===== src/logic/conv_pool_cfg.svh =====
`ifndef CONV_POOL_CFG_SVH
`define CONV_POOL_CFG_SVH

// image geometry in bytes, width is a whole number of bus words
`define IMG_W        12
`define IMG_H        10

`define ROW_WORDS    (`IMG_W / 4)               // bus words per image row
`define POOL_W       ((`IMG_W - 2) / 2)         // pooled results per row
`define POOL_H       ((`IMG_H - 2) / 2)         // pooled rows

// byte addresses on the bus
`define WEIGHT_BASE  32'h4001_0000              // three kernel words
`define IMAGE_BASE   32'h4000_0000              // image row 0, rows are contiguous
`define RESULT_BASE  32'h4002_0000              // packed pooled results

`define CONV_SHIFT   7                          // scaling of a positive sum

`endif


===== src/logic/conv_pool_pkg.sv =====
`include "conv_pool_cfg.svh"

package conv_pool_pkg;

    typedef logic signed [7:0] pixel_t;
    typedef logic signed [7:0] weight_t;
    typedef weight_t [8:0] kernel_t;            // row-major, weight 0 in the low byte
    typedef logic [31:0] word_t;
    typedef pixel_t [3:0][3:0] patch_t;         // [row][col] around one pooling cell
    typedef pixel_t [3:0][`IMG_W-1:0] rows_t;   // [buffer row][byte]

    typedef enum logic [1:0] {
        trans_idle   = 2'b00,
        trans_nonseq = 2'b10
    } trans_e;

    typedef struct packed {
        word_t  haddr;
        trans_e htrans;
        logic   hwrite;
        word_t  hwdata;
    } bus_req_t;

    typedef enum logic [3:0] {
        st_idle, st_w_req, st_w_settle, st_w_wait,
        st_r_req, st_r_settle, st_r_wait, st_compute,
        st_wr_req, st_wr_settle, st_wr_wait, st_shift,
        st_done
    } ctrl_state_e;

    typedef enum logic [2:0] {
        step_none, step_weight, step_row, step_compute,
        step_result, step_clear
    } step_e;

endpackage


===== src/logic/row_buffer.sv =====
`timescale 1ns/1ps

module row_buffer import conv_pool_pkg::*; (
    input  logic       clk,
    input  logic       reset,
    input  logic       load_row,
    input  logic       shift_rows,
    input  logic [1:0] buf_row,
    input  logic [2:0] buf_word,
    input  word_t      hrdata,
    output rows_t      rows
);

    logic [4:0] byte_base;  // first byte of the addressed word

    assign byte_base = {buf_word, 2'b00};

    // rows 0 and 1 are the upper half of the window, rows 2 and 3 the lower half
    always_ff @(posedge clk) begin
        if (!reset) begin
            rows <= '0;
        end else if (shift_rows) begin
            // lower half becomes the upper half of the next pooled row
            rows[0] <= rows[2];
            rows[1] <= rows[3];
        end else if (load_row) begin
            rows[buf_row][byte_base +: 4] <= hrdata;  // lowest byte at lowest column
        end
    end

endmodule


===== config.mk =====
export PLATFORM = sky130hd
export DESIGN_NAME = row_buffer
export DESIGN_NICKNAME = d
export VERILOG_FILES = /design/src/logic/conv_pool_pkg.sv /design/src/logic/row_buffer.sv
export VERILOG_INCLUDE_DIRS = /design/src /design/src/logic
export SDC_FILE = /design/constraint.sdc
export NUM_CORES = 1
export LEC_CHECK = 0
export BUFFER_PORTS_ARGS = -buffer_cell sky130_fd_sc_hd__buf_2
export CORE_MARGIN = 5
export CORE_UTILIZATION = 35
export CTS_CLUSTER_SIZE = 12
export DETAILED_ROUTE_END_ITERATION = 10
export PLACE_DENSITY = 0.6
export SKIP_LAST_GASP = 1
export SLEW_MARGIN = 20
export SYNTH_ARGS = -nofsm -noshare
export SYNTH_HDL_FRONTEND = slang
export SYNTH_SLANG_ARGS = --single-unit
export TNS_END_PERCENT = 5

===== constraint.sdc =====
create_clock -name clk -period 4.66 [get_ports clk]
set_input_delay 0.932 -clock clk [delete_from_list [all_inputs] [get_ports clk]]
set_output_delay 0.932 -clock clk [all_outputs]
set_load 0.1 [all_outputs]

==> run metrics <==
Crit Path Class=primary input to flop; max-slew violations=0; worst r2r dst=rows[80]; Post-Synthesis Cells=1712; vias in the first global route=13503; Final Wtd Congestion=between 0.8 and 0.9; Syn Nets=1755; Register-to-Register Path Depth=2; Hold-fix buffers, CTS=0; Hold WC Path Type=flop to flop; Post-DP HPWL=38.90 mm; drt pass-1 iters=7; ANT nets after route=0; commonest non-fill, non-tap cell in the layout=nand2_1; Hold Vio Cnt, Final=0; Via Count=14128; CTS clk-pin slew, worst paths=0.06 ns; Most flops, register=rows; biggest regs=rows x384; pre-CTS WS=around 0.84 ns; largest net degree at the start of global routing=about 130; Yosys warning count=0; NumNets Final=2061; crit path from=buf_word[0]; most frequent cells in the layout=nand2_1, buf_2, dfxtp_1, a21boi_0; final critical-path setup slack=1.346 ns; Longest Clk Path Bufs=3; Synth Area per Inst=9.206 µm²; routed len/inst=22.51 µm; clock root buffer=clkbuf_16; FF+latch count, synth=384; min Tclk post-route=3.314 ns; Max-Cap Viols=0; f_max=301.7 MHz; Finished Layout Cells=2636; crit start category=primary input; number of DRC markers in iteration 0=~1200; clock sinks=384; DRC=0; WP data arrival=3.75 ns; cell taking the most area after synthesis=dfxtp_1; area grow syn2layout=23.32%; post-route cell area=19440 µm²; routed wire length=59.34 mm; Via density=5.360; Largest register FFs=384; CP Max Fanout=32; final period utilization=0.7112; IO Port Bufs=424; top post-synthesis cells by area=dfxtp_1, nand2_1, a21boi_0; Post-DP Area=18090 µm²; Setup Buffers After CTS=0; critical path endpoint=rows[348]; Leakage Power=0.009420 µW; Max VDD drop=0.0002446 V; Resized cells post-CTS=0; status=finished, final reports clean; num ports=425; share of post-route cells with drive strength above 1=0.2559; cts bufs inserted=43; Critical Path RT=5.09 ns; final setup violating endpoints=0; overall die width=222.2 µm; Die Y=roughly 220 µm; H-tree lvl count=2; Rel. slew slack=0.2736; worst-margin pin slew=between 1 and 1.5 ns; global-route wire length before repair=88.00 mm; Critical R2R Launch=rows[272]; setup TNS=0 ns; Overflow after GRT=0; crit end category=flop; GRT Total Usage=0.2263; CTS tree=done; Total Die Area=49370 µm²; antenna cells=0; Core Area=around 44000 µm²; Cell Rows=slightly below 80; Syn Std Cell Area=around 16000 µm²; clk_skew=0.008125 ns; Starting Density=0.3548; initial antenna violation count=3; Worst-Skew Late Latency=about 0.56 ns; R2R setup slack=roughly 3.8 ns; register area share after synthesis=0.4878; pwr dens=between 300 and 400 nW/µm²; top cell type's share of synthesized area=0.4878; RSZ-0062 raised after global routing=no; placed cell count=2565; synth unique cells=34
power by group:
| group | total [µW] | switching (µW) | internal, µW |
|---|---|---|---|
| Sequential | 3300 | 8.18 | 3300 |
| Clock | 3310 | 1370 | 1940 |
| Combinational | 450 | 350 | 100 |
synthesized netlist by cell type:
library cell,n
nand2_1,428
dfxtp_1,384
a21boi_0,208
clkbuf_1,119
mux2i_1,96
o211a_1,96
nand3_1,93
a222oi_1,67
nor2b_1,67
buf_2,54
a22oi_1,19
a21oi_1,16
and3_1,13
o21ai_0,10
buf_4,7
a31oi_1,4
buf_1,4
inv_1,4
a21boi_1,3
a31oi_2,2
and3b_1,2
and4bb_2,2
ha_1,2
nand3_2,2
and4b_1,1
buf_6,1
clkbuf_2,1
nor2_1,1
nor3b_1,1
nor4_4,1
nor4b_2,1
nor4b_4,1
o21ba_2,1
or2_1,1
worst min path at each step:
stage               startpoint   endpoint  slack (ns)  cells past startpoint
detailed placement   rows[191]  rows[191]        0.45                      2
floorplan            rows[173]  rows[173]        0.88                      2
finish               rows[173]  rows[173]        0.46                      2
global placement     rows[191]  rows[191]        0.44                      2
global route         rows[173]  rows[173]        0.48                      2
CTS                  rows[191]  rows[191]        0.46                      2
cell type report:
class | count | area [µm²]
Clock buffer | 61 | 1234
Clock inverter | 10 | 113.9
Fill cell | 4349 | 24980
Inverter | 4 | 15.01
Multi-Input combinational cell | 1138 | 7293
Sequential cell | 384 | 7687
Tap cell | 592 | 740.7
Timing Repair Buffer | 447 | 2352
metal layers:
layer / wire length (µm) / track usage / part of all wire / vias to the layer above
met1: 26590 / 0.3023 / 0.45 / 6871
li1: - / - / - / 6608
met4: 1278 / 0.06264 / 0.022 / 6
met2: 26490 / 0.3596 / 0.45 / 559
met5: 41 / 0 / 0.00069 / -
met3: 4947 / 0.06520 / 0.083 / 84
critical path, cell delays in order:
cell      delay (ns)
buf_2           0.23
inv_1           0.08
ha_1            0.20
ha_1            0.40
and3b_1         0.70
nand3_2         0.80
nand2_1         0.27
a21boi_0        0.11
metrics by stage:
stage | utilization | hold slack [ns] | power [µW]
finish | 0.4376 | 0.4604 | 7068
global route | 0.4376 | 0.4755 | 7311
CTS | 0.4376 | 0.4594 | 7135
detailed placement | 0.4073 | 0.4501 | 3827
global placement | 0.4071 | 0.4379 | 3822
floorplan | - | 0.8812 | 3679
cells by family after synthesis:
| kind of cell | synth area share |
|---|---|
| and+or+nand+nor | 0.1728 |
| AOI/OAI and AO/OA | 0.2252 |
| DFF | 0.4878 |
| buffers and inverters | 0.05176 |
| muxes | 0.06097 |
| adders and majority gates | 0.001588 |
(Power assumes the default switching activity.)
