[config.mk]
export PLATFORM = sky130hd
export DESIGN_NAME = scan_counter
export DESIGN_NICKNAME = d
export VERILOG_FILES = /design/src/logic/conv_pool_pkg.sv /design/src/logic/scan_counter.sv
export VERILOG_INCLUDE_DIRS = /design/src /design/src/logic
export SDC_FILE = /design/constraint.sdc
export NUM_CORES = 1
export LEC_CHECK = 0
export BUFFER_PORTS_ARGS = -buffer_cell sky130_fd_sc_hd__buf_2
export CAP_MARGIN = 30
export CORE_MARGIN = 3
export CORE_UTILIZATION = 47
export CTS_CLUSTER_DIAMETER = 30
export DETAILED_ROUTE_END_ITERATION = 12
export PLACE_DENSITY = 0.81
export SYNTH_ARGS = -nofsm -noshare
export SYNTH_HDL_FRONTEND = slang
export SYNTH_SLANG_ARGS = --single-unit
export TNS_END_PERCENT = 1
[constraint.sdc]
create_clock -name clk -period 2.5 [get_ports clk]
set_input_delay 0.25 -clock clk [delete_from_list [all_inputs] [get_ports clk]]
set_output_delay 0.25 -clock clk [all_outputs]
set_load 0.05 [all_outputs]
[src/logic/conv_pool_cfg.svh]
`ifndef CONV_POOL_CFG_SVH
`define CONV_POOL_CFG_SVH

// image geometry in bytes, width is a whole number of bus words
`define IMG_W        12
`define IMG_H        10

`define ROW_WORDS    (`IMG_W / 4)               // bus words per image row
`define POOL_W       ((`IMG_W - 2) / 2)         // pooled results per row
`define POOL_H       ((`IMG_H - 2) / 2)         // pooled rows

// byte addresses on the bus
`define WEIGHT_BASE  32'h4001_0000              // three kernel words
`define IMAGE_BASE   32'h4000_0000              // image row 0, rows are contiguous
`define RESULT_BASE  32'h4002_0000              // packed pooled results

`define CONV_SHIFT   7                          // scaling of a positive sum

`endif

[src/logic/conv_pool_pkg.sv]
`include "conv_pool_cfg.svh"

package conv_pool_pkg;

    typedef logic signed [7:0] pixel_t;
    typedef logic signed [7:0] weight_t;
    typedef weight_t [8:0] kernel_t;            // row-major, weight 0 in the low byte
    typedef logic [31:0] word_t;
    typedef pixel_t [3:0][3:0] patch_t;         // [row][col] around one pooling cell
    typedef pixel_t [3:0][`IMG_W-1:0] rows_t;   // [buffer row][byte]

    typedef enum logic [1:0] {
        trans_idle   = 2'b00,
        trans_nonseq = 2'b10
    } trans_e;

    typedef struct packed {
        word_t  haddr;
        trans_e htrans;
        logic   hwrite;
        word_t  hwdata;
    } bus_req_t;

    typedef enum logic [3:0] {
        st_idle, st_w_req, st_w_settle, st_w_wait,
        st_r_req, st_r_settle, st_r_wait, st_compute,
        st_wr_req, st_wr_settle, st_wr_wait, st_shift,
        st_done
    } ctrl_state_e;

    typedef enum logic [2:0] {
        step_none, step_weight, step_row, step_compute,
        step_result, step_clear
    } step_e;

endpackage

[src/logic/scan_counter.sv]
`timescale 1ns/1ps
`include "conv_pool_cfg.svh"

module scan_counter import conv_pool_pkg::*; (
    input  logic       clk,
    input  logic       reset,
    input  step_e      step,
    output word_t      rd_addr,
    output word_t      wr_addr,
    output logic       weights_done,
    output logic       fetch_done,
    output logic       row_group_done,
    output logic       all_done,
    output logic       word_full,
    output logic [1:0] buf_row,
    output logic [2:0] buf_word,
    output logic [2:0] pool_col,
    output logic [1:0] lane
);

    logic       weight_phase;  // buf_word counts kernel words while set
    logic [2:0] pool_row;
    logic [7:0] out_cnt;       // result words already written
    word_t      img_row;

    always_ff @(posedge clk) begin
        if (!reset || step == step_clear) begin
            weight_phase <= 1'b1;
            buf_word     <= '0;
            buf_row      <= '0;
            pool_col     <= '0;
            pool_row     <= '0;
            lane         <= '0;
            out_cnt      <= '0;
        end else begin
            case (step)
                step_weight: begin
                    if (buf_word == 3'd2) begin
                        buf_word     <= '0;
                        weight_phase <= 1'b0;
                    end else begin
                        buf_word <= buf_word + 3'd1;
                    end
                end
                step_row: begin
                    if (buf_word == 3'(`ROW_WORDS - 1)) begin
                        buf_word <= '0;
                        // later fetches refill only rows 2 and 3
                        buf_row  <= (buf_row == 2'd3) ? 2'd2 : buf_row + 2'd1;
                    end else begin
                        buf_word <= buf_word + 3'd1;
                    end
                end
                step_compute: begin
                    lane <= lane + 2'd1;  // wraps, packing runs across pooled rows
                    if (row_group_done) begin
                        pool_col <= '0;
                        pool_row <= pool_row + 3'd1;
                    end else begin
                        pool_col <= pool_col + 3'd1;
                    end
                end
                step_result: out_cnt <= out_cnt + 8'd1;
                default: ;
            endcase
        end
    end

    // pooled row p covers image rows 2p to 2p+3
    assign img_row = word_t'(buf_row) + (word_t'(pool_row) << 1);

    assign rd_addr = weight_phase ? `WEIGHT_BASE + (word_t'(buf_word) << 2)
                                  : `IMAGE_BASE + img_row * `IMG_W + (word_t'(buf_word) << 2);
    assign wr_addr = `RESULT_BASE + (word_t'(out_cnt) << 2);

    // each flag says the word or cell now in progress is the last of its group
    assign weights_done   = weight_phase && (buf_word == 3'd2);
    assign fetch_done     = (buf_row == 2'd3) && (buf_word == 3'(`ROW_WORDS - 1));
    assign row_group_done = (pool_col == 3'(`POOL_W - 1));
    assign all_done       = row_group_done && (pool_row == 3'(`POOL_H - 1));
    assign word_full      = (lane == 2'd3) || all_done;  // last word may be partial

    assert property (@(posedge clk) disable iff (!reset) pool_col < 3'(`POOL_W));

endmodule

==> results of run 1 <==
synth_stat cells (4+ instances only):
cell type	n
xor2_1	8
mux2i_1	6
a21oi_1	7
and3_1	4
xnor2_1	11
nand3_1	5
nand2_1	11
nor2_1	27
inv_1	6
ha_1	16
dfxtp_1	22
buf_4	48
or2_2	4
power by group through the flow:
stage	Sequential (mW)	Combinational (mW)	Clock [mW]
finish	0.361	0.228	0.251
global route	0.362	0.240	0.272
CTS	0.361	0.227	0.256
detailed placement	0.369	0.226	0
global placement	0.369	0.225	0
floorplan	0.384	0.250	0
flip-flops by register name, summed over array words and instances, names as in the netlist:
register	cells
buf_row	2
buf_word	3
lane	2
out_cnt	8
pool_col	3
pool_row	3
weight_phase	1
metrics by stage:
stage | setup TNS (ns) | instance area [µm²] | instances | utilization (%) | worst slack, ns
floorplan | -0.718 | 2040 | 253 | - | -0.180
global placement | -0.392 | 2020 | 298 | 58.2 | -0.120
detailed placement | -0.436 | 2020 | 298 | 58.2 | -0.128
CTS | -1.20 | 2140 | 302 | 61.6 | -0.284
global route | -1.70 | 2190 | 302 | 63.3 | -0.348
finish | -1.24 | 2190 | 302 | 63.3 | -0.277
kinds of logic (layout without fill, tap and decap cells):
logic type	after synthesis	count (layout)	synth area share, %
AND/OR/NAND/NOR	63	63	18.1
buffers and inverters	58	61	22.6
flip-flops	22	22	24.9
XOR/XNOR	19	19	9.43
adder cells (fa/ha/maj)	18	18	13.6
AO/OA/AOI/OAI	18	18	6.24
multiplexers	8	8	4.68
other	2	47	0.425
area by class of cell:
type	count	area, µm²
multi-input cells	173	1280
fillers	293	1270
flip-flops and latches	22	447
repair buffers	51	334
well taps	46	57.6
clock buffers	4	55.1
inverters	6	22.5
final timing paths:
| check | from | to | cells after the start |
|---|---|---|---|
| worst max register to register | pool_col[0]$_SDFFE_PP0N_ | pool_row[1]$_SDFFE_PP0P_ | 6 |
| worst max-delay path | pool_row[0]$_SDFFE_PP0P_ | rd_addr[7] | 9 |
| worst min register to register | pool_col[2]$_SDFFE_PP0N_ | pool_col[2]$_SDFFE_PP0N_ | 2 |
| worst min-delay path | step[0] | weight_phase$_SDFFE_PP1P_ | 3 |
tightest hold or removal path, delay by kind of cell:
kind / cells / cell delay [ns]
simple gates: 1 / 0.07
compound gates: 1 / 0.10
buf+inv: 1 / 0.15
layer usage:
layer  wire [µm]  vias up  track usage (%)
met5           0        -                0
met4          43        0             3.80
met2        1530       54             25.5
met3         247        4             4.49
li1            -      688                -
met1        1530      603             20.0
repair_timing:
item | in CTS | in global routing
pin swaps | 10 | 2
cloned | 0 | 0
resized for setup | 18 | 8
hold buffers | 0 | 0
setup endpoints to repair | 6 | 6
==> flow_metrics.env, run 1 <==
export IMPL_p_switching_mw=0.325
export IMPL_cap_viol_max_count=0
export IMPL_finalPower_mw=0.841
export IMPL_cts_tree="yes"
export IMPL_cts_sinks=22
export IMPL_synth_edf_count=0
export IMPL_hold_viol=0
export IMPL_internal_power_mw=0.516
export IMPL_rsz0062_at_grt="true"
export IMPL_start_util_pct=50.9
export IMPL_synth_seq_area_share_pct=24.9
export IMPL_cp_slowest_cell="fa_2"
export IMPL_cp_slowest_stage_delay_ns=0.55
export IMPL_post_cts_buffers=0
export IMPL_worstMarginPinSlew_ns=0.723
export IMPL_grt_overflow=0
export IMPL_syn_to_final_growth_pct=24.3
export IMPL_pwr_share_comb_pct=27.2
export IMPL_cpMostUsedCell="ha_4"
export IMPL_drtIter0Drc=34
export IMPL_grt_pass1_vias=1210
export IMPL_root_buffer="clkbuf_8"
export IMPL_powerDensity_nw_per_um2=383
export IMPL_die_area_um2=4530
export IMPL_syn_area_per_cell_um2=8.49
export IMPL_p_clk_share_pct=29.9
export IMPL_hold_class="primary input to flip-flop"
export IMPL_final_common_cell="conb_1"
export IMPL_portBuffers=36
export IMPL_synth_largest_area_cell="dfxtp_1"
export IMPL_detail_route_first_pass_iterations=4
export IMPL_diodes=0
export IMPL_routedWlPerCell_um=11.1
export IMPL_peakVddDrop_mv=0.421
export IMPL_worst_slack_ns=-0.277
export IMPL_die_h_um=67.3
export IMPL_clk_latency_ns=0.26
export IMPL_maxSlewHeadroom_pct=51.7
export IMPL_synthDistinctLibCells=33
export IMPL_ys_async_sr_fraction_pct=0
export IMPL_violations="negative setup slack"
export IMPL_drc=0
export IMPL_via_per_inst=4.47
export IMPL_ioPinCount=84
export IMPL_skew_ns=0.00223
export IMPL_fp_dieW_um=67.3
export IMPL_grt_max_degree=23
export IMPL_htreeDepth=1
export IMPL_critPathTopFamily="adder cells"
export IMPL_worstPathRequired_ns=2.25
export IMPL_crit_arrival_ns=2.53
export IMPL_synth_top_area_share_pct=24.9
export IMPL_drt_total_wl_um=3350
export IMPL_fmax_ghz=0.360
export IMPL_antenna_found_initial=0
export IMPL_r2r_slack_ns=1.08
export IMPL_drv_slew=0
export IMPL_synthFlopType="dfxtp_1"
export IMPL_ant_nets=0
export IMPL_gp_congestion=0.771
export IMPL_crit_chain="ha_4 -> ha_4 -> fa_2 -> ha_4 -> a21oi_4 -> nor2_1 -> nand2_2 -> mux2i_4 -> buf_6"
export IMPL_end_kind="output port"
export IMPL_crit_buf_inv=1
export IMPL_holdWs_ns=0.347
export IMPL_seq_power_share_pct=42.9
export IMPL_grt_pass1_wl_um=5440
export IMPL_grt_usage_pct=15.6
export IMPL_core_area_um2=3470
export IMPL_leakage_nw=1.13
export IMPL_layout_common_cells="47 x conb_1, 30 x buf_2, 25 x nor2_1, 19 x dfxtp_1, 14 x buf_4"
export IMPL_ys_ff_latch=22
export IMPL_final_nets=280
export IMPL_cts_buffer_depth=2
export IMPL_yosys_top_cells_area="dfxtp_1 25%, buf_4 20%, ha_1 11%, nor2_1 5.7%, xnor2_1 5.5%"
export IMPL_fp_row_count=21
export IMPL_vias=1349
export IMPL_drive_above_1_share_pct=35.2
export IMPL_finalWorstPathRequiredPeriod_ns=2.78
export IMPL_setup_viol=6
export IMPL_ys_warn_count=0
export IMPL_clk_pin_slew_ns=0.08
export IMPL_worstSetupStartpointType="flip-flop"
export IMPL_crit_type="flip-flop to output port"
export IMPL_finalCritPeriodShare_pct=111
export IMPL_switching_share_pct=38.6
export IMPL_cts_made_buffers=3
export IMPL_crit_fanout=3
export IMPL_hpwl_um=2540
export IMPL_status="finished with violations"
export IMPL_syn_inst=208
export IMPL_syn_area_um2=1770
(Power assumes the default switching activity.)
==> inputs of run 2 (changes only) <==
Settings changed: ABC_AREA set to 1, PLACE_DENSITY 0.81 to 0.8.
Clock period 2.5 ns to 3 ns, I/O delays scaled along.
==> run 2 against run 1 <==
Compared with the run above: the flow now finishes without violations; register-to-register slack improved by 0.67 ns; sequential power fell by 16%; utilization fell by 4.6 points; critical path depth rose by 3; critical endpoint unchanged; synthesized cell count rose by 18%; non-clock buffer count fell by 11; clock skew rose by 0.0015 ns; sequential cell count did not move.
==> flow_metrics.env, run 2 <==
export IMPL_crit_type="flip-flop to output port"
export IMPL_clk_pin_slew_ns=0.08
export IMPL_grt_max_degree=14
export IMPL_drive_above_1_share_pct=26.6
export IMPL_yosys_top_cells_area="dfxtp_1 24%, buf_4 20%, ha_1 11%, nand2_1 7.0%, a21oi_1 4.9%"
export IMPL_start_util_pct=51.7
export IMPL_crit_chain="ha_4 -> ha_4 -> fa_1 -> ha_4 -> inv_1 -> nor2_1 -> nor2_2 -> nor2_2 -> nand3_2 -> nand2_1 -> nor2_4 -> buf_4"
export IMPL_cp_slowest_cell="fa_1"
export IMPL_cts_buffer_depth=2
export IMPL_cpMostUsedCell="ha_4"
export IMPL_p_switching_mw=0.289
export IMPL_drt_total_wl_um=3500
export IMPL_finalWorstPathRequiredPeriod_ns=2.92
export IMPL_ys_warn_count=0
export IMPL_skew_ns=0.00370
export IMPL_layout_common_cells="47 x conb_1, 34 x nand2_1, 32 x buf_2, 20 x dfxtp_1, 19 x inv_1"
export IMPL_powerDensity_nw_per_um2=349
export IMPL_vias=1523
export IMPL_grt_usage_pct=15.0
export IMPL_crit_fanout=3
export IMPL_yosysMostFrequentCell="buf_4"
export IMPL_hpwl_um=2820
export IMPL_final_common_cell="conb_1"
export IMPL_root_buffer="clkbuf_8"
export IMPL_drv_slew=0
export IMPL_hold_viol=0
export IMPL_ys_async_sr_fraction_pct=0
export IMPL_antenna_found_initial=0
export IMPL_top_register="out_cnt"
export IMPL_ant_nets=0
export IMPL_fp_row_count=21
export IMPL_finalCritPeriodShare_pct=97.4
export IMPL_worstSetupStartpointType="flip-flop"
export IMPL_crit_buf_inv=2
export IMPL_syn_inst=246
export IMPL_routedWlPerCell_um=10.5
export IMPL_gp_congestion=0.820
export IMPL_setup_viol=0
export IMPL_core_area_um2=3520
export IMPL_drtIter0Drc=41
export IMPL_syn_area_um2=1820
export IMPL_synth_top_area_share_pct=24.2
export IMPL_synth_seq_area_share_pct=24.2
export IMPL_synthDistinctLibCells=31
export IMPL_leakage_nw=1.04
export IMPL_critPathTopFamily="adder cells"
export IMPL_via_per_inst=4.59
export IMPL_cts_sinks=22
export IMPL_cts_made_buffers=3
export IMPL_cts_tree="yes"
export IMPL_seq_power_share_pct=42.0
export IMPL_status="finished, final reports clean"
export IMPL_grt_overflow=0
export IMPL_die_h_um=68.3
export IMPL_worstPathRequired_ns=2.70
export IMPL_portBuffers=36
export IMPL_fp_dieW_um=68.3
export IMPL_drc=0
export IMPL_pwr_share_comb_pct=28.8
export IMPL_internal_power_mw=0.433
export IMPL_peakVddDrop_mv=0.296
export IMPL_htreeDepth=1
export IMPL_holdWs_ns=0.427
export IMPL_clk_latency_ns=0.26
export IMPL_crit_arrival_ns=2.62
export IMPL_synthFlopType="dfxtp_1"
export IMPL_detail_route_first_pass_iterations=4
export IMPL_final_nets=310
export IMPL_rsz0062_at_grt="true"
export IMPL_ioPinCount=84
export IMPL_grt_pass1_vias=1302
export IMPL_synth_largest_area_cell="dfxtp_1"
export IMPL_yosys_top_cells_count="48 x buf_4, 34 x nand2_1, 22 x dfxtp_1, 20 x inv_1, 19 x nor2_1"
export IMPL_syn_area_per_cell_um2=7.41
export IMPL_grt_pass1_wl_um=5530
export IMPL_switching_share_pct=40.0
export IMPL_fmax_ghz=0.342
export IMPL_cap_viol_max_count=0
export IMPL_die_area_um2=4660
export IMPL_hold_class="primary input to flip-flop"
export IMPL_fill_cells=345
export IMPL_fin_setup_tns_ns=0
export IMPL_syn_to_final_growth_pct=13.5
export IMPL_diodes=0
export IMPL_largest_reg_flops=8
export IMPL_p_clk_share_pct=29.2
export IMPL_cp_slowest_stage_delay_ns=0.53
export IMPL_ys_ff_latch=22
export IMPL_end_kind="output port"
export IMPL_synth_edf_count=0
## run 2: kinds of logic (layout without fill, tap and decap cells)
| family | after synthesis | after routing | synth area share (%) |
|---|---|---|---|
| other | 2 | 47 | 0.412 |
| XOR/XNOR | 6 | 6 | 2.88 |
| adder cells (fa/ha/maj) | 18 | 18 | 13.2 |
| buffers and inverters | 76 | 71 | 25.6 |
| AND/OR/NAND/NOR | 84 | 84 | 22.9 |
| AO/OA/AOI/OAI | 38 | 38 | 10.9 |
| flip-flops | 22 | 22 | 24.2 |
## run 2: per-stage QoR
step	power (mW)	instance area (µm²)	worst slack, ns	cells	utilization [%]
after floorplan	0.543	2030	-0.123	291	-
after global placement	0.515	1910	0.139	326	54.3
after detailed placement	0.517	1910	0.0754	326	54.3
after CTS	0.726	2010	0.000462	330	57.0
after global routing	0.752	2070	-0.0353	332	58.7
final	0.722	2070	0.0770	332	58.7
## run 2: worst paths after layout
check | from | cells after the start | endpoint | slack (ns)
worst min-delay path | step[0] | 4 | weight_phase$_SDFFE_PP1P_ | 0.43
worst max register to register | pool_col[0]$_SDFFE_PP0N_ | 6 | pool_row[0]$_SDFFE_PP0P_ | 1.75
worst min register to register | out_cnt[7]$_SDFFE_PP0N_ | 2 | out_cnt[7]$_SDFFE_PP0N_ | 0.48
worst max-delay path | pool_row[0]$_SDFFE_PP0P_ | 12 | rd_addr[7] | 0.08
## run 2: layout make-up
class                   count  area, µm²  area share [%]
multi-input cells         193       1180            57.1
clock buffers               4       55.1            2.66
well taps                  46       57.6            2.78
inverters                  27        101            4.90
repair buffers             40        228            11.0
flip-flops and latches     22        445            21.5
## run 2: routing by layer
| metal | wire, µm | track usage [%] | vias up |
|---|---|---|---|
| met2 | 1780 | 26.4 | 45 |
| met4 | 39 | 4.47 | 0 |
| met1 | 1490 | 18.7 | 681 |
| met5 | 0 | 0 | - |
| met3 | 194 | 2.46 | 6 |
| li1 | - | - | 791 |
## run 2: timing repair
action,in CTS,in global routing
endpoints found under the hold margin,0,0
pin swaps,0,5
resized for setup,8,12
endpoints found under the setup margin,5,5
hold buffers,0,0
setup buffers,0,2
## run 2: power by group through the flow
stage	clock [mW]	sequential [mW]	combinational [mW]
floorplan	0	0.327	0.216
detailed placement	0	0.311	0.206
CTS	0.216	0.304	0.206
global route	0.228	0.305	0.220
finish	0.211	0.303	0.208
global placement	0	0.311	0.204
## run 2: worst register-to-register path: cells and delay by family, from the launching register on
kind	cells	cell delay [ns]
fa+ha+maj	1	0.20
simple gates	2	0.25
buf+inv	1	0.08
flops	1	0.38
compound gates	2	0.22
