**src/logic/conv_pool_cfg.svh**
```systemverilog
`ifndef CONV_POOL_CFG_SVH
`define CONV_POOL_CFG_SVH

// image geometry in bytes, width is a whole number of bus words
`define IMG_W        12
`define IMG_H        10

`define ROW_WORDS    (`IMG_W / 4)               // bus words per image row
`define POOL_W       ((`IMG_W - 2) / 2)         // pooled results per row
`define POOL_H       ((`IMG_H - 2) / 2)         // pooled rows

// byte addresses on the bus
`define WEIGHT_BASE  32'h4001_0000              // three kernel words
`define IMAGE_BASE   32'h4000_0000              // image row 0, rows are contiguous
`define RESULT_BASE  32'h4002_0000              // packed pooled results

`define CONV_SHIFT   7                          // scaling of a positive sum

`endif

```
**src/logic/conv_pool_pkg.sv**
```systemverilog
`include "conv_pool_cfg.svh"

package conv_pool_pkg;

    typedef logic signed [7:0] pixel_t;
    typedef logic signed [7:0] weight_t;
    typedef weight_t [8:0] kernel_t;            // row-major, weight 0 in the low byte
    typedef logic [31:0] word_t;
    typedef pixel_t [3:0][3:0] patch_t;         // [row][col] around one pooling cell
    typedef pixel_t [3:0][`IMG_W-1:0] rows_t;   // [buffer row][byte]

    typedef enum logic [1:0] {
        trans_idle   = 2'b00,
        trans_nonseq = 2'b10
    } trans_e;

    typedef struct packed {
        word_t  haddr;
        trans_e htrans;
        logic   hwrite;
        word_t  hwdata;
    } bus_req_t;

    typedef enum logic [3:0] {
        st_idle, st_w_req, st_w_settle, st_w_wait,
        st_r_req, st_r_settle, st_r_wait, st_compute,
        st_wr_req, st_wr_settle, st_wr_wait, st_shift,
        st_done
    } ctrl_state_e;

    typedef enum logic [2:0] {
        step_none, step_weight, step_row, step_compute,
        step_result, step_clear
    } step_e;

endpackage

```
**src/logic/conv_pool_ctrl.sv**
```systemverilog
`timescale 1ns/1ps

module conv_pool_ctrl import conv_pool_pkg::*; (
    input  logic     clk,
    input  logic     reset,
    input  logic     start,
    input  logic     hready,
    output logic     finish,
    output bus_req_t bus_req,
    output step_e    step,
    output logic     load_weight,
    output logic     load_row,
    output logic     shift_rows,
    input  word_t    rd_addr,
    input  word_t    wr_addr,
    input  word_t    result_word,
    input  logic     weights_done,
    input  logic     fetch_done,
    input  logic     row_group_done,
    input  logic     all_done,
    input  logic     word_full
);

    ctrl_state_e state;
    logic        row_end;    // cell before the write closed a pooled row
    logic        last_cell;  // cell before the write was the final one

    // strobes fire in the completing cycle, so counters and buffers see old indices
    always_comb begin
        step        = step_none;
        load_weight = 1'b0;
        load_row    = 1'b0;
        shift_rows  = 1'b0;
        case (state)
            st_idle: begin
                if (start) begin
                    step = step_clear;
                end
            end
            st_w_wait: begin
                if (hready) begin
                    step        = step_weight;
                    load_weight = 1'b1;
                end
            end
            st_r_wait: begin
                if (hready) begin
                    step     = step_row;
                    load_row = 1'b1;
                end
            end
            st_compute: step = step_compute;
            st_wr_wait: begin
                if (hready) begin
                    step = step_result;
                end
            end
            st_shift: shift_rows = 1'b1;
            default: ;
        endcase
    end

    always_ff @(posedge clk) begin
        if (!reset) begin
            state     <= st_idle;
            bus_req   <= '0;
            finish    <= 1'b0;
            row_end   <= 1'b0;
            last_cell <= 1'b0;
        end else begin
            case (state)
                st_idle: begin
                    if (start) begin
                        state <= st_w_req;
                    end
                end
                st_w_req: begin
                    if (hready) begin
                        bus_req.haddr  <= rd_addr;
                        bus_req.htrans <= trans_nonseq;
                        bus_req.hwrite <= 1'b0;
                        state          <= st_w_settle;
                    end
                end
                st_w_settle: begin
                    bus_req.htrans <= trans_idle;
                    state          <= st_w_wait;
                end
                st_w_wait: begin
                    if (hready) begin
                        state <= weights_done ? st_r_req : st_w_req;
                    end
                end
                st_r_req: begin
                    if (hready) begin
                        bus_req.haddr  <= rd_addr;
                        bus_req.htrans <= trans_nonseq;
                        bus_req.hwrite <= 1'b0;
                        state          <= st_r_settle;
                    end
                end
                st_r_settle: begin
                    bus_req.htrans <= trans_idle;
                    state          <= st_r_wait;
                end
                st_r_wait: begin
                    if (hready) begin
                        state <= fetch_done ? st_compute : st_r_req;
                    end
                end
                st_compute: begin
                    if (word_full) begin
                        row_end   <= row_group_done;
                        last_cell <= all_done;
                        state     <= st_wr_req;
                    end else if (row_group_done) begin
                        state <= st_shift;
                    end
                end
                st_wr_req: begin
                    if (hready) begin
                        bus_req.haddr  <= wr_addr;
                        bus_req.htrans <= trans_nonseq;
                        bus_req.hwrite <= 1'b1;
                        bus_req.hwdata <= result_word;
                        state          <= st_wr_settle;
                    end
                end
                st_wr_settle: begin
                    bus_req.htrans <= trans_idle;
                    state          <= st_wr_wait;
                end
                st_wr_wait: begin
                    if (hready) begin
                        bus_req.hwrite <= 1'b0;
                        if (last_cell) begin
                            state <= st_done;
                        end else if (row_end) begin
                            state <= st_shift;
                        end else begin
                            state <= st_compute;
                        end
                    end
                end
                st_shift: state <= st_r_req;
                st_done:  finish <= 1'b1;  // held until reset
                default:  state <= st_idle;
            endcase
        end
    end

    // a transfer only opens right after a request state that saw hready high
    assert property (@(posedge clk) disable iff (!reset)
        bus_req.htrans == trans_nonseq |->
            $past(hready) && ($past(state) inside {st_w_req, st_r_req, st_wr_req}));

    assert property (@(posedge clk) disable iff (!reset) finish |=> finish);

endmodule

```
**config.mk**
```make
export PLATFORM = sky130hd
export DESIGN_NAME = conv_pool_ctrl
export DESIGN_NICKNAME = d
export VERILOG_FILES = /design/src/logic/conv_pool_pkg.sv /design/src/logic/conv_pool_ctrl.sv
export VERILOG_INCLUDE_DIRS = /design/src /design/src/logic
export SDC_FILE = /design/constraint.sdc
export NUM_CORES = 1
export LEC_CHECK = 0
export ABC_CLOCK_PERIOD_IN_PS = 1500
export BUFFER_PORTS_ARGS = -buffer_cell sky130_fd_sc_hd__buf_4
export CAP_MARGIN = 20
export CORE_MARGIN = 1
export CORE_UTILIZATION = 39
export CTS_BUF_LIST = sky130_fd_sc_hd__clkbuf_4 sky130_fd_sc_hd__clkbuf_8
export DETAILED_ROUTE_END_ITERATION = 6
export PLACE_DENSITY = 0.77
export SYNTH_ARGS = -nofsm -noshare
export SYNTH_HDL_FRONTEND = slang
export SYNTH_SLANG_ARGS = --single-unit
```
**constraint.sdc**
```tcl
create_clock -name clk -period 1.5 [get_ports clk]
set_clock_uncertainty 0.2 [all_clocks]
set_input_delay 0.075 -clock clk [delete_from_list [all_inputs] [get_ports clk]]
set_output_delay 0.075 -clock clk [all_outputs]
set_load 0.01 [all_outputs]
```
==> results by group, run 1 <==
Min path
  • Hold Crit Class: primary input to flop
  • Hold Startpoint: hready

Synth
  • Most used DFF post-synth: dfxtp_1
  • Number of synthesized flops with an enable pin: 0
  • Main combinational cell family by area after synthesis: simple AND/OR/NAND/NOR gates
  • Post-Synth Adder-Cell Area: 0%
  • Seq cells post-synth: 73
  • Post-synth top area cell: dfxtp_1
  • Synth top area share: 42.00%
  • Synth Area in Compound Gates: 24.09%
  • Synth Area in Simple Gates: 25.49%
  • Seq/Total Area, Yosys: 42.00%
  • Area contributors post-synth: dfxtp_1, a311oi_2, nand2_1, a21oi_1, nand3_1
  • YS warnings: 0
  • Count of cell types in the netlist: 45
  • Syn_area_per_cell: 8.226 um2
  • Post-Syn Area: 3480 um2
  • Multiplexer share of the synthesized area: 0.8630%
  • Post-synth ARST share: 0%
  • Xor and xnor area share after synthesis: 0.4675%
  • Net count after synthesis: 528
  • Post-Syn Instances: 423

Detailed routing
  • Initial DRC count: 244
  • Via Count: 4960
  • Detailed Route WL: 18190 um
  • Post-detailed-route wirelength per cell: 21.10 um
  • First-pass iteration count of the detailed router: 5
  • Via/cell ratio: 5.754
  • Post-route DRC: 0
  • DRT antenna net count: 0

Worst setup path
  • R2r endpoint: bus_req[44]$_SDFFE_PN0P_
  • Startpoint Class: flop
  • Worst setup path startpoint: state[3]$_SDFFE_PN0P_
  • Worst-path maximum fanout: 7
  • Crit end category: flop
  • R2R Path Start: state[3]$_SDFFE_PN0P_
  • Reg2Reg Depth: 6
  • Reg2Reg Setup Slack: -0.47 ns
  • Worst endpoint required time: 1.54 ns
  • WP data arrival: 2.01 ns
  • Setup CP Type: flop to flop
  • Crit path to: bus_req[44]$_SDFFE_PN0P_

Layout
  • Most frequent cells in the layout: buf_4, dlygate4sd3_1, nand2_1, dfxtp_1, a21oi_1
  • Area delta synth->final: 113.4%
  • Nets@finish: 853
  • Post-route insts no fill: 862
  • Post-layout util: 85.55%
  • Most common cell after layout, fill and taps aside: buf_4
  • Sequential cell area: 1476 um2
  • Layout cells sized above 1: 53.39%
  • Multi-input logic area: 2273 um2
  • Layout fillers: 427

Global route
  • Gr busiest metal: met2
  • Largest net degree at the start of global routing: 70
  • Vias in the first global route: 4734
  • Met3 usage: 5.634%
  • Antenna violations before repair: 1
  • Total gr overflow: 0
  • Total track usage: 31.52%
  • M1 GR Usage: 34.12%
  • First-pass GRT wire length: 22330 um
  • Met2 GRT Util: 55.69%

Power and ir drop
  • Tot Pwr: 12.16 mW
  • Leakage Power: 3.182 nW
  • P per Cell Area: 1637 nW/um2
  • Worst vdd ir: 1320 uV

STA
  • Hold Worst Slack: 0.02994 ns
  • Max Slew Vio Count: 0
  • Unrepaired setup endpoints after global routing: yes
  • Fmax: 508.5 MHz
  • # setup viols final: 78
  • Setup TNS Final: -22.50 ns
  • Final hold vios: 0
  • Final Critical Period: 1.966 ns
  • Final WS setup: -0.4664 ns
  • Final period util: 131.1%

Clock network
  • CTS tree: yes
  • Total clock sinks: 73
  • Worst-path clk slew: 0.08 ns
  • Clock buffer depth: 2
  • CTS Buf Count: 9
  • Root Buffer: clkbuf_8
  • Number of H-tree levels: 3
  • Clock Latency Late Sink: 0.36 ns

Outcome
  • Status: finished, violations left
  • Failing checks: negative setup slack

Die
  • Die height: 96.46 um
  • I/O pin count: 179
  • Die width: 96.46 um
  • Area of the core: 8678 um2
  • Die area: 9304 um2
  • Starting Density: 40.10%
  • FP Rows: 34

Placement
  • # port buffers: 177
  • Placed cells: 706
  • Gpl congestion: 0.8892
  • Detailed Place HPWL: 7619 um

Run
  • Max-cap violations: 0
==> stage by stage <==
| step | worst slack (ns) | cell area [um2] |
|---|---|---|
| finish | -0.4664 | 7425 |
| CTS | -0.2729 | 6988 |
| floorplan | -0.08839 | 3657 |
| global route | -0.6050 | 7425 |
| detailed placement | -0.2422 | 5210 |
| global placement | -0.1651 | 5210 |
==> final cells by class <==
type / instances / area share (%)
Clock inverter: 6 / 0.9100
Antenna cell: 1 / 0.03370
Clock buffer: 10 / 1.769
Sequential cell: 73 / 19.89
Timing Repair Buffer: 355 / 44.66
Multi-Input combinational cell: 305 / 30.62
Inverter: 4 / 0.3033
Tap cell: 108 / 1.820
==> report_power, final <==
part / total (mW) / internal (mW) / switching [mW] / leakage [nW]
combinational: 7.62 / 3.88 / 3.74 / 2.49
clock: 1.62 / 0.794 / 0.824 / 0.0963
sequential: 2.92 / 2.44 / 0.478 / 0.598
==> worst min-delay path by stage <==
stage,slack (ns),to,cells past startpoint
after floorplan,0.006,bus_req[32]$_SDFFE_PN0P_,1
after global placement,0.11,last_cell$_SDFFE_PN0P_,3
after detailed placement,0.12,last_cell$_SDFFE_PN0P_,3
after CTS,0.01,bus_req[32]$_SDFFE_PN0P_,4
after global routing,0.04,state[1]$_SDFFE_PN0P_,3
final,0.03,state[1]$_SDFFE_PN0P_,3
==> flip-flops by register name, indices dropped and copies added (netlist names) <==
signal	flops
finish	1
bus_req	66
last_cell	1
state	4
row_end	1
==> what timing repair did <==
item	CTS	global route
endpoints found under the setup margin	76	78
pin swaps	29	45
hold buffers	101	0
setup buffers	19	11
hold endpoints to repair	71	0
cloned	6	5
gates resized for setup	71	67
==> cells in the mapped netlist (all sizes together) (2+ instances only) <==
| cell type | number |
|---|---|
| nand3 | 35 |
| nand2 | 102 |
| or2 | 2 |
| a211oi | 2 |
| nor3 | 5 |
| dfxtp | 73 |
| o31ai | 2 |
| buf | 26 |
| a21o | 3 |
| inv | 3 |
| nand3b | 2 |
| nor2 | 39 |
| and2b | 2 |
| clkbuf | 15 |
| a311oi | 33 |
| o21ai | 8 |
| o311ai | 2 |
| and3 | 3 |
| a21oi | 40 |
| and2 | 4 |
| a31oi | 2 |
| mux2i | 3 |
| nand2b | 3 |
==> kinds of logic (layout without fill, tap and decap cells) <==
kind of cell	Yosys count	after routing
other cells	1	2
buf+inv	45	375
simple gates	201	201
xor+xnor	1	1
compound gates	99	99
flops	73	73
mux	3	3
==> per-layer routing <==
layer  share of wire [%]  up-vias
li1                    -     2136
met1                  36     2378
met2                  51      340
met3                 6.5      106
met4                 6.4        0
met5                   0        -
==> worst max-delay path, cell delays in order, from the launching register on <==
cell       delay [ns]
dfxtp_4          0.40
buf_8            0.14
and2b_2          0.21
and2_4           0.27
clkbuf_16        0.19
nand3_1          0.10
a311oi_1         0.34
(Power assumes the default switching activity.)
==> inputs of run 2 (changes only) <==
--- a/config.mk
+++ b/config.mk
@@ -6,6 +6,7 @@
 export SDC_FILE = /design/constraint.sdc
 export NUM_CORES = 1
 export LEC_CHECK = 0
+export ABC_AREA = 1
 export ABC_CLOCK_PERIOD_IN_PS = 1500
 export BUFFER_PORTS_ARGS = -buffer_cell sky130_fd_sc_hd__buf_4
 export CAP_MARGIN = 20
==> results by group, run 2 <==
Outcome
  • Status: finished, violations left
  • Failing checks: negative setup slack

Placement
  • Placed cells: 799 (+13%)
  • Place WS: -0.1541 ns (+0.08810 ns)
  • # port buffers: 177 (unchanged)
  • Gpl congestion: 0.9487 (+6.7%)
  • Detailed Place HPWL: 8395 um (+10%)

Synth
  • Main combinational cell family by area after synthesis: simple AND/OR/NAND/NOR gates
  • Multiplexer share of the synthesized area: 0% (-0.86 points)
  • Post-Synth Adder-Cell Area: 0% (unchanged)
  • Most common cell in the netlist: nand2_1
  • Count of cell types in the netlist: 21 (-53%)
  • Synth Area in Simple Gates: 34.14% (+8.6 points)
  • Synth top area share: 42.29% (+0.29 points)
  • Syn_area_per_cell: 6.710 um2 (-18%)
  • YS warnings: 0 (unchanged)
  • Synth Area in Compound Gates: 15.71% (-8.4 points)
  • Post-synth top area cell: dfxtp_1
  • Xor and xnor area share after synthesis: 0% (-0.47 points)
  • Post-Syn Instances: 515 (+22%)
  • Number of synthesized flops with an enable pin: 0 (unchanged)
  • Post-synth ARST share: 0% (unchanged)
  • Net count after synthesis: 620 (+17%)
  • Commonest cells in the synthesized netlist: nand2_1, nor2_1, nand3_1, dfxtp_1, a21oi_1
  • Area contributors post-synth: dfxtp_1, nand3_1, nand2_1, nor2_1, a21oi_1
  • Seq cells post-synth: 73 (unchanged)
  • Seq/Total Area, Yosys: 42.29% (+0.29 points)
  • Post-Syn Area: 3456 um2 (-0.68%)
  • Most used DFF post-synth: dfxtp_1

Die
  • Die width: 96.14 um (-0.33%)
  • Die height: 96.14 um (-0.33%)
  • Starting Density: 41.23% (+1.1 points)
  • I/O pin count: 179 (unchanged)
  • FP Rows: 33 (-2.9%)
  • Die area: 9242 um2 (-0.66%)
  • Area of the core: 8382 um2 (-3.4%)

Worst setup path
  • Worst-path maximum fanout: 9 (+2)
  • Setup CP Type: flop to flop
  • Worst endpoint required time: 1.60 ns (+0.06 ns)
  • WP data arrival: 1.95 ns (-0.06 ns)
  • Worst setup path startpoint: state[1]$_SDFFE_PN0P_
  • Startpoint Class: flop
  • R2R Path Start: state[1]$_SDFFE_PN0P_
  • Crit end category: flop

Detailed routing
  • Post-detailed-route wirelength per cell: 17.51 um (-17%)
  • Detailed Route WL: 16440 um (-9.6%)
  • DRT antenna net count: 0 (unchanged)
  • First-pass iteration count of the detailed router: 5 (unchanged)
  • Via/cell ratio: 5.438 (-5.5%)
  • Post-route DRC: 0 (unchanged)
  • Via Count: 5106 (+2.9%)
  • Initial DRC count: 378 (+55%)

Clock network
  • CTS Buf Count: 9 (unchanged)
  • Total clock sinks: 73 (unchanged)
  • Number of H-tree levels: 3 (unchanged)
  • CTS tree: yes
  • Worst-path clk slew: 0.09 ns (about the same)
  • Clock Latency Late Sink: 0.35 ns (about the same)
  • Clock buffer depth: 2 (unchanged)
  • Root Buffer: clkbuf_8

STA
  • Fmax: 540.8 MHz (+6.3%)
  • Final WS setup: -0.3492 ns (+0.1172 ns)
  • # setup viols final: 76 (-2.6%)
  • Unrepaired setup endpoints after global routing: yes
  • Setup TNS Final: -18.32 ns (+4.180 ns)
  • Final Critical Period: 1.849 ns (-0.1172 ns)
  • Max Slew Vio Count: 0 (unchanged)
  • Final hold vios: 0 (unchanged)
  • Final period util: 123.3% (-7.8 points)

Layout
  • Most frequent cells in the layout: buf_4, dlygate4sd3_1, nand2_1, nor2_1, nand3_1
  • Area delta synth->final: 99.28%
  • Post-route insts no fill: 939 (+8.9%)
  • Most common cell after layout, fill and taps aside: buf_4
  • Max reg flops: 66 (unchanged)
  • Top Registers: bus_req: 66 flops, state: 4 flops
  • Layout fillers: 475 (+11%)
  • Largest register by flop count: bus_req
  • Post-layout util: 82.16% (-3.4 points)
  • Nets@finish: 934 (+9.5%)
  • Diodes inserted: 0 (-1)
  • Layout cells sized above 1: 37.05% (-16 points)

Global route
  • Total track usage: 32.23% (+0.71 points)
  • Vias in the first global route: 4812 (+1.6%)
  • First-pass GRT wire length: 22850 um (+2.3%)
  • Total gr overflow: 0 (unchanged)
  • Antenna violations before repair: 0 (-1)
  • Largest net degree at the start of global routing: 38 (-46%)

Min path
  • Hold Startpoint: hready
  • Hold Crit Class: primary input to flop

Power and ir drop
  • Worst vdd ir: 701.0 uV (-47%)
  • P per Cell Area: 1378 nW/um2 (-16%)
  • Tot Pwr: 9.490 mW (-22%)
  • Leakage Power: 3.144 nW (-1.2%)

Run
  • Max-cap violations: 0 (unchanged)
[run 2: cell types whose count changed in the layout (fill, tap and decap cells not counted), moves of 6 or more]
| cell | before | now |
|---|---|---|
| a311oi_2 | 30 | 0 |
| buf_6 | 22 | 16 |
| inv_1 | 1 | 8 |
| nand2_1 | 81 | 91 |
| nand2_2 | 13 | 6 |
| nand3_1 | 21 | 73 |
| nor2_1 | 8 | 80 |
| nor2_2 | 19 | 4 |
| o21ai_0 | 4 | 24 |
| o21ai_1 | 1 | 40 |
[run 2: logic make-up (layout without fill, tap and decap cells)]
| group | count (synthesis) | after routing |
|---|---|---|
| simple gates | 280 | 280 |
| compound gates | 108 | 108 |
| flops | 73 | 73 |
| buf+inv | 53 | 372 |
| other cells | 1 | 1 |
[run 2: final cells by class]
| type | instances | area, um2 | area share, % |
|---|---|---|---|
| sequential | 73 | 1476 | 21.44 |
| multi-input combinational | 389 | 1943 | 28.22 |
| timing repair buffer | 340 | 3025 | 43.93 |
| inverter | 16 | 70.07 | 1.017 |
| clock buffer | 9 | 123.9 | 1.799 |
| clock inverter | 7 | 116.4 | 1.690 |
| tap | 105 | 131.4 | 1.908 |
[run 2: layer usage]
metal / routed length (um) / global-route usage, % / vias up
met5: 0 / 0 / -
met4: 739 / 17.54 / 0
met3: 1889 / 9.479 / 75
met2: 7786 / 54.96 / 381
met1: 6024 / 35.87 / 2323
li1: - / - / 2327
[run 2: report_power, final]
part | switching [mW] | total [mW] | internal, mW
sequential | 0.350 | 2.77 | 2.42
combinational | 2.48 | 4.82 | 2.35
clock | 0.793 | 1.90 | 1.11
total | 3.62 | 9.49 | 5.87
[run 2: final timing paths]
path	endpoint	cells past startpoint	slack, ns
hold reg to reg	bus_req[30]$_SDFFE_PN0P_	2	0.27
setup / recovery	bus_req[47]$_SDFFE_PN0P_	10	-0.35
setup reg to reg	bus_req[47]$_SDFFE_PN0P_	10	-0.35
hold / removal	bus_req[34]$_SDFFE_PN0P_	4	0.03
[run 2: what timing repair did]
action / CTS / global route
pin swaps: 9 / 23
endpoints found under the setup margin: 77 / 77
cloned: 0 / 5
endpoints found under the hold margin: 68 / 0
buffers inserted: 11 / 8
resized for setup: 52 / 42
hold buffers: 101 / 0
[run 2: worst max-delay path, stage by stage, from the launching register on]
cell	delay [ns]
dfxtp_4	0.37
buf_12	0.13
nor2_4	0.14
inv_2	0.08
nor2_4	0.17
buf_12	0.15
clkbuf_16	0.15
nand3_1	0.12
nand2_1	0.13
o21ai_1	0.07
nor2_1	0.08
[run 2: metrics by stage]
stage | instance area [um2] | hold slack, ns
4_1_cts | 6579 | 0.01184
5_1_grt | 6887 | 0.04467
2_1_floorplan | 3457 | 0.03936
3_5_place_dp | 5070 | 0.1633
3_3_place_gp | 5070 | 0.1586
6_report | 6887 | 0.03176
